--- src/rtl/stbuf_settings.svh ---
/* Sizes for the store buffer. The line width must be a multiple of 32 bits
   and the strand count must stay 4, as strand indices are 2 bits wide */
`ifndef STBUF_SETTINGS_SVH
`define STBUF_SETTINGS_SVH

// One pending-store slot per strand
`define STBUF_STRANDS 4

`define STBUF_TAG_W 21
`define STBUF_SET_W 5
`define STBUF_LINE_W 512
`define STBUF_MASK_W (`STBUF_LINE_W / 8)
`define STBUF_ADDR_W (`STBUF_TAG_W + `STBUF_SET_W)

// Id of this unit on the shared L2 bus
`define STBUF_UNIT_ID 2
`endif

--- src/rtl/stbuf_pkg.sv ---
/* Types on the core side of the store buffer: the request port, the data
   returned to a load, and the per-slot status flags */
package stbuf_pkg;
`include "stbuf_settings.svh"

	typedef logic [1:0] strand_t;

	// One request per cycle from the core, valid for a single cycle
	typedef struct packed {
		logic valid;
		logic write;
		logic sync;
		strand_t strand;
		logic [`STBUF_TAG_W-1:0] tag;
		logic [`STBUF_SET_W-1:0] set;
		logic [`STBUF_LINE_W-1:0] data;
		logic [`STBUF_MASK_W-1:0] mask;
	} core_req_t;

	// Mask has one bit per byte of data
	typedef struct packed {
		logic [`STBUF_LINE_W-1:0] data;
		logic [`STBUF_MASK_W-1:0] mask;
	} bypass_t;

	typedef struct packed {
		logic occupied;
		logic pending;
		logic hit;
		logic sync_wait;
		logic sync_done;
		logic sync_result;
	} slot_stat_t;

endpackage

--- src/rtl/l2_pkg.sv ---
/* Types of the L2 request and response buses. The way field is not carried,
   as the L2 takes the way from its own directory */
package l2_pkg;
`include "stbuf_settings.svh"

	typedef enum logic [2:0] {
		L2_OP_STORE = 3'b001,
		L2_OP_STORE_SYNC = 3'b101
	} l2_op_e;

	typedef struct packed {
		logic [1:0] unit;
		logic [1:0] strand;
		l2_op_e op;
		logic [`STBUF_ADDR_W-1:0] address;
		logic [`STBUF_LINE_W-1:0] data;
		logic [`STBUF_MASK_W-1:0] mask;
	} l2_req_t;

	// Broadcast to all units; valid lasts one cycle
	typedef struct packed {
		logic valid;
		logic status;
		logic [1:0] unit;
		logic [1:0] strand;
	} l2_rsp_t;

endpackage

--- src/rtl/store_slot.sv ---
/* Holds the single pending store of one strand. A write in the cycle of the
   L2 completion replaces the old store, so the caller must only write when allowed */
`timescale 1ns/1ns
`include "stbuf_settings.svh"

module store_slot
	import stbuf_pkg::*, l2_pkg::*;
#(
	parameter strand_t STRAND = '0
)
(
	input logic clk,
	input logic arst_n_i,
	input logic wr_i,
	input core_req_t req_i,
	input logic issued_i,
	input logic complete_i,
	input logic status_i,
	output slot_stat_t stat_o,
	output bypass_t byp_o,
	output l2_req_t l2_o
);

	logic occupied_q;
	logic issued_q;
	logic sync_wait_q;
	logic sync_done_q;
	logic sync_result_q;
	logic [`STBUF_TAG_W-1:0] tag_q;
	logic [`STBUF_SET_W-1:0] set_q;
	logic [`STBUF_LINE_W-1:0] data_q;
	logic [`STBUF_MASK_W-1:0] mask_q;
	logic sync_q;
	logic own_sync_req;

	// Any synchronized write from this strand starts a new sync sequence
	assign own_sync_req = req_i.valid && req_i.write && req_i.sync && req_i.strand == STRAND;

	always_ff @(posedge clk or negedge arst_n_i)
	begin
		if (!arst_n_i)
		begin
			occupied_q <= 1'b0;
			issued_q <= 1'b0;
			sync_wait_q <= 1'b0;
			sync_done_q <= 1'b0;
			sync_result_q <= 1'b0;
		end
		else
		begin
			// A new store wins over the completion of the old one
			if (wr_i)
			begin
				occupied_q <= 1'b1;
				issued_q <= 1'b0;
			end
			else if (complete_i)
			begin
				occupied_q <= 1'b0;
				issued_q <= 1'b0;
			end
			else if (issued_i)
				issued_q <= 1'b1;

			if (wr_i && req_i.sync)
				sync_wait_q <= 1'b1;
			else if (complete_i)
				sync_wait_q <= 1'b0;

			if (complete_i && sync_wait_q)
			begin
				sync_done_q <= 1'b1;
				sync_result_q <= status_i;
			end
			else if (own_sync_req)
				sync_done_q <= 1'b0;
		end
	end

	always_ff @(posedge clk)
	begin
		if (wr_i)
		begin
			tag_q <= req_i.tag;
			set_q <= req_i.set;
			data_q <= req_i.data;
			mask_q <= req_i.mask;
			sync_q <= req_i.sync;
		end
	end

	assign stat_o.occupied = occupied_q;
	assign stat_o.pending = occupied_q && !issued_q;
	assign stat_o.hit = occupied_q && req_i.tag == tag_q && req_i.set == set_q;
	assign stat_o.sync_wait = sync_wait_q;
	assign stat_o.sync_done = sync_done_q;
	assign stat_o.sync_result = sync_result_q;

	assign byp_o.data = data_q;
	assign byp_o.mask = mask_q;

	assign l2_o.unit = 2'(`STBUF_UNIT_ID);
	assign l2_o.strand = STRAND;
	assign l2_o.op = sync_q ? L2_OP_STORE_SYNC : L2_OP_STORE;
	assign l2_o.address = {tag_q, set_q};
	assign l2_o.data = data_q;
	assign l2_o.mask = mask_q;

endmodule

--- src/rtl/store_admit.sv ---
/* Front end of the store buffer. Bypass, rollback and resume are registered,
   so they appear one cycle after the request or the L2 response */
`timescale 1ns/1ns
`include "stbuf_settings.svh"

module store_admit
	import stbuf_pkg::*;
(
	input logic clk,
	input logic arst_n_i,
	input core_req_t core_req_i,
	input slot_stat_t [`STBUF_STRANDS-1:0] stat_i,
	input bypass_t [`STBUF_STRANDS-1:0] slot_byp_i,
	input logic [`STBUF_STRANDS-1:0] complete_i,
	output logic [`STBUF_STRANDS-1:0] slot_wr_o,
	output bypass_t bypass_o,
	output logic rollback_o,
	output logic [`STBUF_STRANDS-1:0] resume_o
);

	slot_stat_t cur_stat;
	logic wr;
	logic slot_free;
	logic sync_first;
	logic accept;
	logic full_rb;
	logic sync_rb;
	logic sync_ret;
	logic [`STBUF_STRANDS-1:0] wait_full_q;
	logic [`STBUF_STRANDS-1:0] full_mask;
	logic [`STBUF_STRANDS-1:0] sync_wait_vec;

	assign cur_stat = stat_i[core_req_i.strand];
	assign wr = core_req_i.valid && core_req_i.write;

	// A slot completing this cycle counts as free
	assign slot_free = !cur_stat.occupied || complete_i[core_req_i.strand];
	assign sync_first = core_req_i.sync && !cur_stat.sync_done;

	assign accept = wr && slot_free && (!core_req_i.sync || sync_first);
	assign full_rb = wr && !slot_free;
	assign sync_rb = wr && slot_free && sync_first;

	// Retry of a finished synchronized store just reports the L2 status
	assign sync_ret = wr && core_req_i.sync && cur_stat.sync_done;

	always_comb
	begin
		slot_wr_o = '0;
		full_mask = '0;
		if (accept)
			slot_wr_o[core_req_i.strand] = 1'b1;
		if (full_rb)
			full_mask[core_req_i.strand] = 1'b1;
	end

	always_comb
	begin
		for (int i = 0; i < `STBUF_STRANDS; i++)
			sync_wait_vec[i] = stat_i[i].sync_wait;
	end

	always_ff @(posedge clk or negedge arst_n_i)
	begin
		if (!arst_n_i)
		begin
			wait_full_q <= '0;
			rollback_o <= 1'b0;
			resume_o <= '0;
		end
		else
		begin
			wait_full_q <= (wait_full_q & ~complete_i) | full_mask;
			rollback_o <= full_rb || sync_rb;
			resume_o <= complete_i & (wait_full_q | sync_wait_vec);
		end
	end

	always_ff @(posedge clk)
	begin
		if (sync_ret)
		begin
			bypass_o.mask <= '1;
			bypass_o.data <= {(`STBUF_LINE_W / 32){{31'b0, cur_stat.sync_result}}};
		end
		else if (core_req_i.valid && cur_stat.hit)
			bypass_o <= slot_byp_i[core_req_i.strand];
		else
			bypass_o <= '0;
	end

endmodule

--- src/rtl/l2_store_issue.sv ---
/* Drains pending slots to L2 one at a time over a four-phase req/ack handshake.
   Responses are taken as one-cycle pulses and only those for this unit count */
`timescale 1ns/1ns
`include "stbuf_settings.svh"

module l2_store_issue
	import stbuf_pkg::*, l2_pkg::*;
(
	input logic clk,
	input logic arst_n_i,
	input slot_stat_t [`STBUF_STRANDS-1:0] stat_i,
	input l2_req_t [`STBUF_STRANDS-1:0] slot_l2_i,
	output l2_req_t l2_req_o,
	output logic l2_req_valid_o,
	input logic l2_ack_i,
	input l2_rsp_t l2_rsp_i,
	output logic [`STBUF_STRANDS-1:0] issued_o,
	output logic [`STBUF_STRANDS-1:0] complete_o,
	output logic status_o
);

	typedef enum logic [1:0] {
		ST_IDLE,
		ST_REQ,
		ST_DROP
	} hs_state_e;

	hs_state_e state_q;
	strand_t sel_q;
	strand_t rr_ptr_q;
	strand_t grant_idx;
	logic grant_found;
	logic rsp_hit;

	// Search starts at the strand after the last one granted
	always_comb
	begin
		strand_t idx;
		grant_found = 1'b0;
		grant_idx = rr_ptr_q;
		for (int k = 0; k < `STBUF_STRANDS; k++)
		begin
			idx = rr_ptr_q + strand_t'(k);
			if (!grant_found && stat_i[idx].pending)
			begin
				grant_found = 1'b1;
				grant_idx = idx;
			end
		end
	end

	always_ff @(posedge clk or negedge arst_n_i)
	begin
		if (!arst_n_i)
		begin
			state_q <= ST_IDLE;
			sel_q <= '0;
			rr_ptr_q <= '0;
		end
		else
		begin
			case (state_q)
				ST_IDLE, ST_DROP:
				begin
					// Phase 4 must be seen before the next req may rise
					if (!l2_ack_i)
					begin
						if (grant_found)
						begin
							sel_q <= grant_idx;
							rr_ptr_q <= grant_idx + strand_t'(1);
							state_q <= ST_REQ;
						end
						else
							state_q <= ST_IDLE;
					end
				end
				ST_REQ:
				begin
					if (l2_ack_i)
						state_q <= ST_DROP;
				end
				default:
					state_q <= ST_IDLE;
			endcase
		end
	end

	// The selected slot cannot change while its store is in the handshake
	assign l2_req_o = slot_l2_i[sel_q];
	assign l2_req_valid_o = state_q == ST_REQ;

	always_comb
	begin
		issued_o = '0;
		complete_o = '0;
		if (state_q == ST_REQ && l2_ack_i)
			issued_o[sel_q] = 1'b1;
		if (rsp_hit)
			complete_o[l2_rsp_i.strand] = 1'b1;
	end

	assign rsp_hit = l2_rsp_i.valid && l2_rsp_i.unit == 2'(`STBUF_UNIT_ID);
	assign status_o = l2_rsp_i.status;

endmodule

--- src/rtl/store_buffer.sv ---
/* L1 store buffer for a four-strand core, one pending store per strand.
   The core never stalls here; a store that cannot be taken is rolled back */
`timescale 1ns/1ns
`include "stbuf_settings.svh"

module store_buffer
	import stbuf_pkg::*, l2_pkg::*;
(
	input logic clk,
	input logic arst_n_i,
	input core_req_t core_req_i,
	output bypass_t bypass_o,
	output logic rollback_o,
	output logic [`STBUF_STRANDS-1:0] resume_o,
	output l2_req_t l2_req_o,
	output logic l2_req_valid_o,
	input logic l2_ack_i,
	input l2_rsp_t l2_rsp_i
);

	slot_stat_t [`STBUF_STRANDS-1:0] slot_stat;
	bypass_t [`STBUF_STRANDS-1:0] slot_byp;
	l2_req_t [`STBUF_STRANDS-1:0] slot_l2;
	logic [`STBUF_STRANDS-1:0] slot_wr;
	logic [`STBUF_STRANDS-1:0] issued;
	logic [`STBUF_STRANDS-1:0] complete;
	logic l2_status;

	store_admit u_admit (
		.clk(clk),
		.arst_n_i(arst_n_i),
		.core_req_i(core_req_i),
		.stat_i(slot_stat),
		.slot_byp_i(slot_byp),
		.complete_i(complete),
		.slot_wr_o(slot_wr),
		.bypass_o(bypass_o),
		.rollback_o(rollback_o),
		.resume_o(resume_o)
	);

	for (genvar i = 0; i < `STBUF_STRANDS; i++)
	begin : g_slot
		store_slot #(
			.STRAND(strand_t'(i))
		) u_slot (
			.clk(clk),
			.arst_n_i(arst_n_i),
			.wr_i(slot_wr[i]),
			.req_i(core_req_i),
			.issued_i(issued[i]),
			.complete_i(complete[i]),
			.status_i(l2_status),
			.stat_o(slot_stat[i]),
			.byp_o(slot_byp[i]),
			.l2_o(slot_l2[i])
		);
	end

	l2_store_issue u_issue (
		.clk(clk),
		.arst_n_i(arst_n_i),
		.stat_i(slot_stat),
		.slot_l2_i(slot_l2),
		.l2_req_o(l2_req_o),
		.l2_req_valid_o(l2_req_valid_o),
		.l2_ack_i(l2_ack_i),
		.l2_rsp_i(l2_rsp_i),
		.issued_o(issued),
		.complete_o(complete),
		.status_o(l2_status)
	);

endmodule

--- config.mk ---
export PLATFORM = sky130hd
export DESIGN_NAME = store_buffer
export DESIGN_NICKNAME = d
export VERILOG_FILES = /design/src/rtl/stbuf_pkg.sv /design/src/rtl/l2_pkg.sv /design/src/rtl/store_slot.sv /design/src/rtl/store_admit.sv /design/src/rtl/l2_store_issue.sv /design/src/rtl/store_buffer.sv
export VERILOG_INCLUDE_DIRS = /design/src /design/src/rtl
export SDC_FILE = /design/constraint.sdc
export NUM_CORES = 2
export LEC_CHECK = 0
export ABC_AREA = 1
export BUFFER_PORTS_ARGS = -buffer_cell sky130_fd_sc_hd__buf_4
export CAP_MARGIN = 20
export CORE_AREA = 2 2 699 701
export DETAILED_ROUTE_END_ITERATION = 10
export DIE_AREA = 0 0 701 703
export HOLD_SLACK_MARGIN = 0.06
export PLACE_DENSITY_LB_ADDON = 0.2
export SETUP_SLACK_MARGIN = 0.5
export SYNTH_ARGS = -nofsm -noshare
export SYNTH_HDL_FRONTEND = slang
export SYNTH_HIERARCHICAL = 1
export SYNTH_SLANG_ARGS = --single-unit
--- constraint.sdc ---
create_clock -name clk -period 51.1 [get_ports clk]
set_clock_uncertainty 0.15 [all_clocks]
set_input_delay 7.665 -clock clk [delete_from_list [all_inputs] [get_ports clk]]
set_output_delay 7.665 -clock clk [all_outputs]
set_load 0.01 [all_outputs]
==> metrics.md <==
| Metric | Value |
|---|---|
| Asr flop ratio synth | `0.01158` |
| Max Cap Violations | `0` |
| Synth Instances | `12980` |
| Area grow syn2layout | `10.19%` |
| Largest net degree at the start of global routing | `185` |
| Largest family of logic cells by synthesized area | `simple AND/OR/NAND/NOR gates` |
| Worst skew pair latency | `0.98 ns` |
| Initial DRT Pass Iterations | `6` |
| Status | `complete, no violations` |
| H-tree levels | `5` |
| Fill cell count | `49290` |
| Crit path required time | `51.48 ns` |
| Post_cts resized | `0` |
| Grt ovf | `0` |
| Wire per inst | `29.58 um` |
| CTS Hold Bufs | `0` |
| Crit path from | `core_req_i[602]` |
| Initial Util | `0.2863` |
| Startpoint class of the critical path | `input port` |
| Commonest cells post-synth | `2412 x edfxtp_1, 2399 x buf_4, 2277 x nand2_1, 1940 x nand3_1, 887 x nor2_1` |
| Drt total wl | `562.9 mm` |
| Mapped Area | `138900 um2` |
| Combinational group share of total power | `0.335` |
| Dominant cell type by area after synthesis | `edfxtp_1` |
| Number of global-route vias before repair | `87690` |
| CTS tree | `done` |
| Critical R2R Launch | `g_slot[1].u_slot/occupied_q` |
| R2r worst-path depth | `17` |
| PwrDens | `52.17 nW/um2` |
| Leak Pwr | `58.31 nW` |
| Syn avg cell area | `10.70 um2` |
| CP endpoint | `g_slot[0].u_slot/data_q[336]` |
| Top-area cell type share of the netlist area | `0.5216` |
| Final Total Pwr | `0.007982 W` |
| Iteration-0 DRC Markers | `8950` |
| RSZ-0062 raised after global routing | `no` |
| Share of cells above drive strength 1 | `0.2014` |
| Post-synthesis compound-gate area fraction | `0.06573` |
| Worst reg2reg path endpoint | `u_admit/bypass_o[383]` |
| Maximum clock rate | `71.38 MHz` |
| Die area | `492800 um2` |
| Fin crit share | `0.2742` |
| # rows | `256` |
| Die Y | `703 um` |
| Synth Area in Simple Gates | `0.1614` |
| Die W | `701 um` |
| CP endpoint kind | `flip-flop` |
| Worst slew pin tran | `1.197 ns` |
| Reg2reg setup slack | `44.36 ns` |
| Sw power | `0.003032 W` |
| Hold Fails Final Rpt | `0` |
| Setup TNS | `0 ns` |
| Sw Ratio | `0.3799` |
| Worst Path Arrival | `14.39 ns` |
| # IOs | `1807` |
| XOR/XNOR share of the synthesized area | `0.0005046` |
| Remaining antenna violation count | `0` |
| Sequential share of the synthesized area | `0.6110` |
| Syn. warnings | `6` |
| Area contributors post-synth | `edfxtp_1 52%, buf_4 13%, dfxtp_1 8.3%` |
| Top-count cell post-synth | `edfxtp_1` |
| Final HPWL DP | `374.2 mm` |
| First-pass GRT wire length | `753.6 mm` |
| Post-DR vias/cell | `4.900` |
| Max Fanout on Critical Path | `50` |
| CTS clock-pin slew for the worst setup and hold paths | `0.06 ns` |
| Tot GR Track Use | `0.2163` |
| Initial antenna violation count | `124` |
| Final cell count without fillers | `19030` |
| Gpl congestion | `0.8826` |
| Total number of vias | `93260` |
| Pint | `0.004950 W` |
| IO Port Bufs | `1804` |
| DRC violations left | `0` |
| Pins over their slew limit | `0` |
| Main synth FF type | `edfxtp_1` |
| Root Driver | `clkbuf_16` |
| Relative slew slack | `0.2021` |
| Kind of critical path | `in -> reg` |
| Clock power frac | `0.322` |
| TritonCTS Buffers | `356` |
| Post-synthesis register bit count | `3023` |
| Reg power frac | `0.343` |
| Endpoints failing setup | `0` |
| # nets final | `12830` |
| Post-CTS setup buffer count | `0` |
| Multiplexer share of the synthesized area | `0.0003244` |
| Worst hold path type | `reg -> reg` |
| EDFF count, synth | `2412` |
| Adder-Cell Fraction of Synth Area | `0` |
| Worst vdd ir | `0.05563 mV` |
| CTS max path bufs | `4` |
| Post-synthesis cell type count | `37` |
| CORE AREA | `484900 um2` |
| TritonCTS sink count | `3023` |
| Minimum clock period | `14.01 ns` |
| Placed Cells | `18310` |
==> sequential cells by signal, summed over array words and instances, names as in the netlist <==
register / count
g_slot.u_slot/data_q: 2048
g_slot.u_slot/issued_q: 4
g_slot.u_slot/mask_q: 256
g_slot.u_slot/occupied_q: 4
g_slot.u_slot/set_q: 20
g_slot.u_slot/sync_done_q: 4
g_slot.u_slot/sync_q: 4
g_slot.u_slot/sync_result_q: 4
g_slot.u_slot/sync_wait_q: 4
g_slot.u_slot/tag_q: 84
u_admit/bypass_o: 576
u_admit/resume_o: 4
u_admit/rollback_o: 1
u_admit/wait_full_q: 4
u_issue/rr_ptr_q: 2
u_issue/sel_q: 2
u_issue/state_q: 2
==> cell families (layout without fill, tap and decap cells) <==
kind of cell	Yosys count	after routing
simple gates	5232	5232
buf+inv	3445	2983
mux	4	4
other cells	8	77
xor+xnor	8	8
flops	3023	3023
compound gates	1255	1255
==> metal layers <==
| layer | GRT usage | part of all wire | wire length (um) |
|---|---|---|---|
| met1 | 0.2657 | 0.39 | 220500 |
| met2 | 0.3526 | 0.47 | 264200 |
| met3 | 0.05801 | 0.086 | 48300 |
| met4 | 0.1033 | 0.052 | 29440 |
| met5 | 0 | 0.00080 | 450 |
==> worst min-delay path by stage <==
stage,startpoint,to,slack (ns),cells past startpoint
2_1_floorplan,u_admit/wait_full_q[1],u_admit/wait_full_q[1],0.30,2
3_3_place_gp,u_admit/wait_full_q[0],u_admit/wait_full_q[0],0.32,2
3_5_place_dp,u_admit/wait_full_q[3],u_admit/wait_full_q[3],0.32,2
4_1_cts,g_slot[2].u_slot/data_q[308],u_admit/bypass_o[372],0.29,2
5_1_grt,u_issue/state_q[1],u_issue/state_q[0],0.34,1
6_report,g_slot[2].u_slot/data_q[308],u_admit/bypass_o[372],0.31,2
==> power groups by stage <==
| stage | clock network, W | logic [W] | registers (W) |
|---|---|---|---|
| after global routing | 0.00272 | 0.00276 | 0.00274 |
| after global placement | 0 | 0.00270 | 0.00279 |
| after CTS | 0.00262 | 0.00269 | 0.00274 |
| final | 0.00257 | 0.00267 | 0.00274 |
| after floorplan | 0 | 0.00113 | 0.00282 |
| after detailed placement | 0 | 0.00269 | 0.00279 |
==> per-stage QoR <==
step	area, um2	utilization	worst slack (ns)	hold slack [ns]
global placement	141100	0.2909	35.70	0.3154
floorplan	138900	-	15.22	0.3002
global route	153000	0.3154	36.76	0.3447
finish	153000	0.3155	37.09	0.3071
detailed placement	141100	0.2910	36.05	0.3171
CTS	152900	0.3152	37.06	0.2877
==> cells in the final DEF, fill, tap and decap left out, drive strengths merged, types with 4 or more instances in the layout <==
cell      Yosys  final
bufinv        0     25
clkinv        0    119
mux2          4      4
nand2      2288   2288
xnor2         4      4
a21oi       234    234
o211ai      129    129
nor3         13     13
dfrtp        35     35
clkinvlp      0      8
nor2        899    899
nand4        90     90
o21ai        16     16
inv         357    372
clkbuf      393    502
xor2          4      4
edfxtp     2412   2412
conb          8     24
o21bai        4      4
a22o        262    262
nand3      1941   1941
buf        2695   1957
a22oi       608    608
diode         0     53
dfxtp       576    576
==> cell type report <==
| cell class | count | area (um2) | area share |
|---|---|---|---|
| diodes | 53 | 132.6 | 0.0008668 |
| clock buffers | 502 | 9951 | 0.06503 |
| clock inverters | 167 | 1792 | 0.01171 |
| inverters | 357 | 1363 | 0.008905 |
| multi-input cells | 6523 | 31830 | 0.2081 |
| flip-flops and latches | 3023 | 84840 | 0.5545 |
| well taps | 6450 | 8070 | 0.05274 |
| repair buffers | 1957 | 15020 | 0.09817 |
==> worst max-delay path, stage by stage <==
cell and delay (ns):
buf_6 0.58, inv_4 0.43, nand2_1 0.16, nand2_1 0.06, nand2_1 0.08, nand2_1 0.20, nand2_1 0.12, nand3_1 0.30
nor2_4 0.23, buf_4 0.65, buf_4 0.66, buf_4 0.62, buf_4 0.77, buf_4 0.66, buf_4 0.77
(Power assumes the default switching activity.)
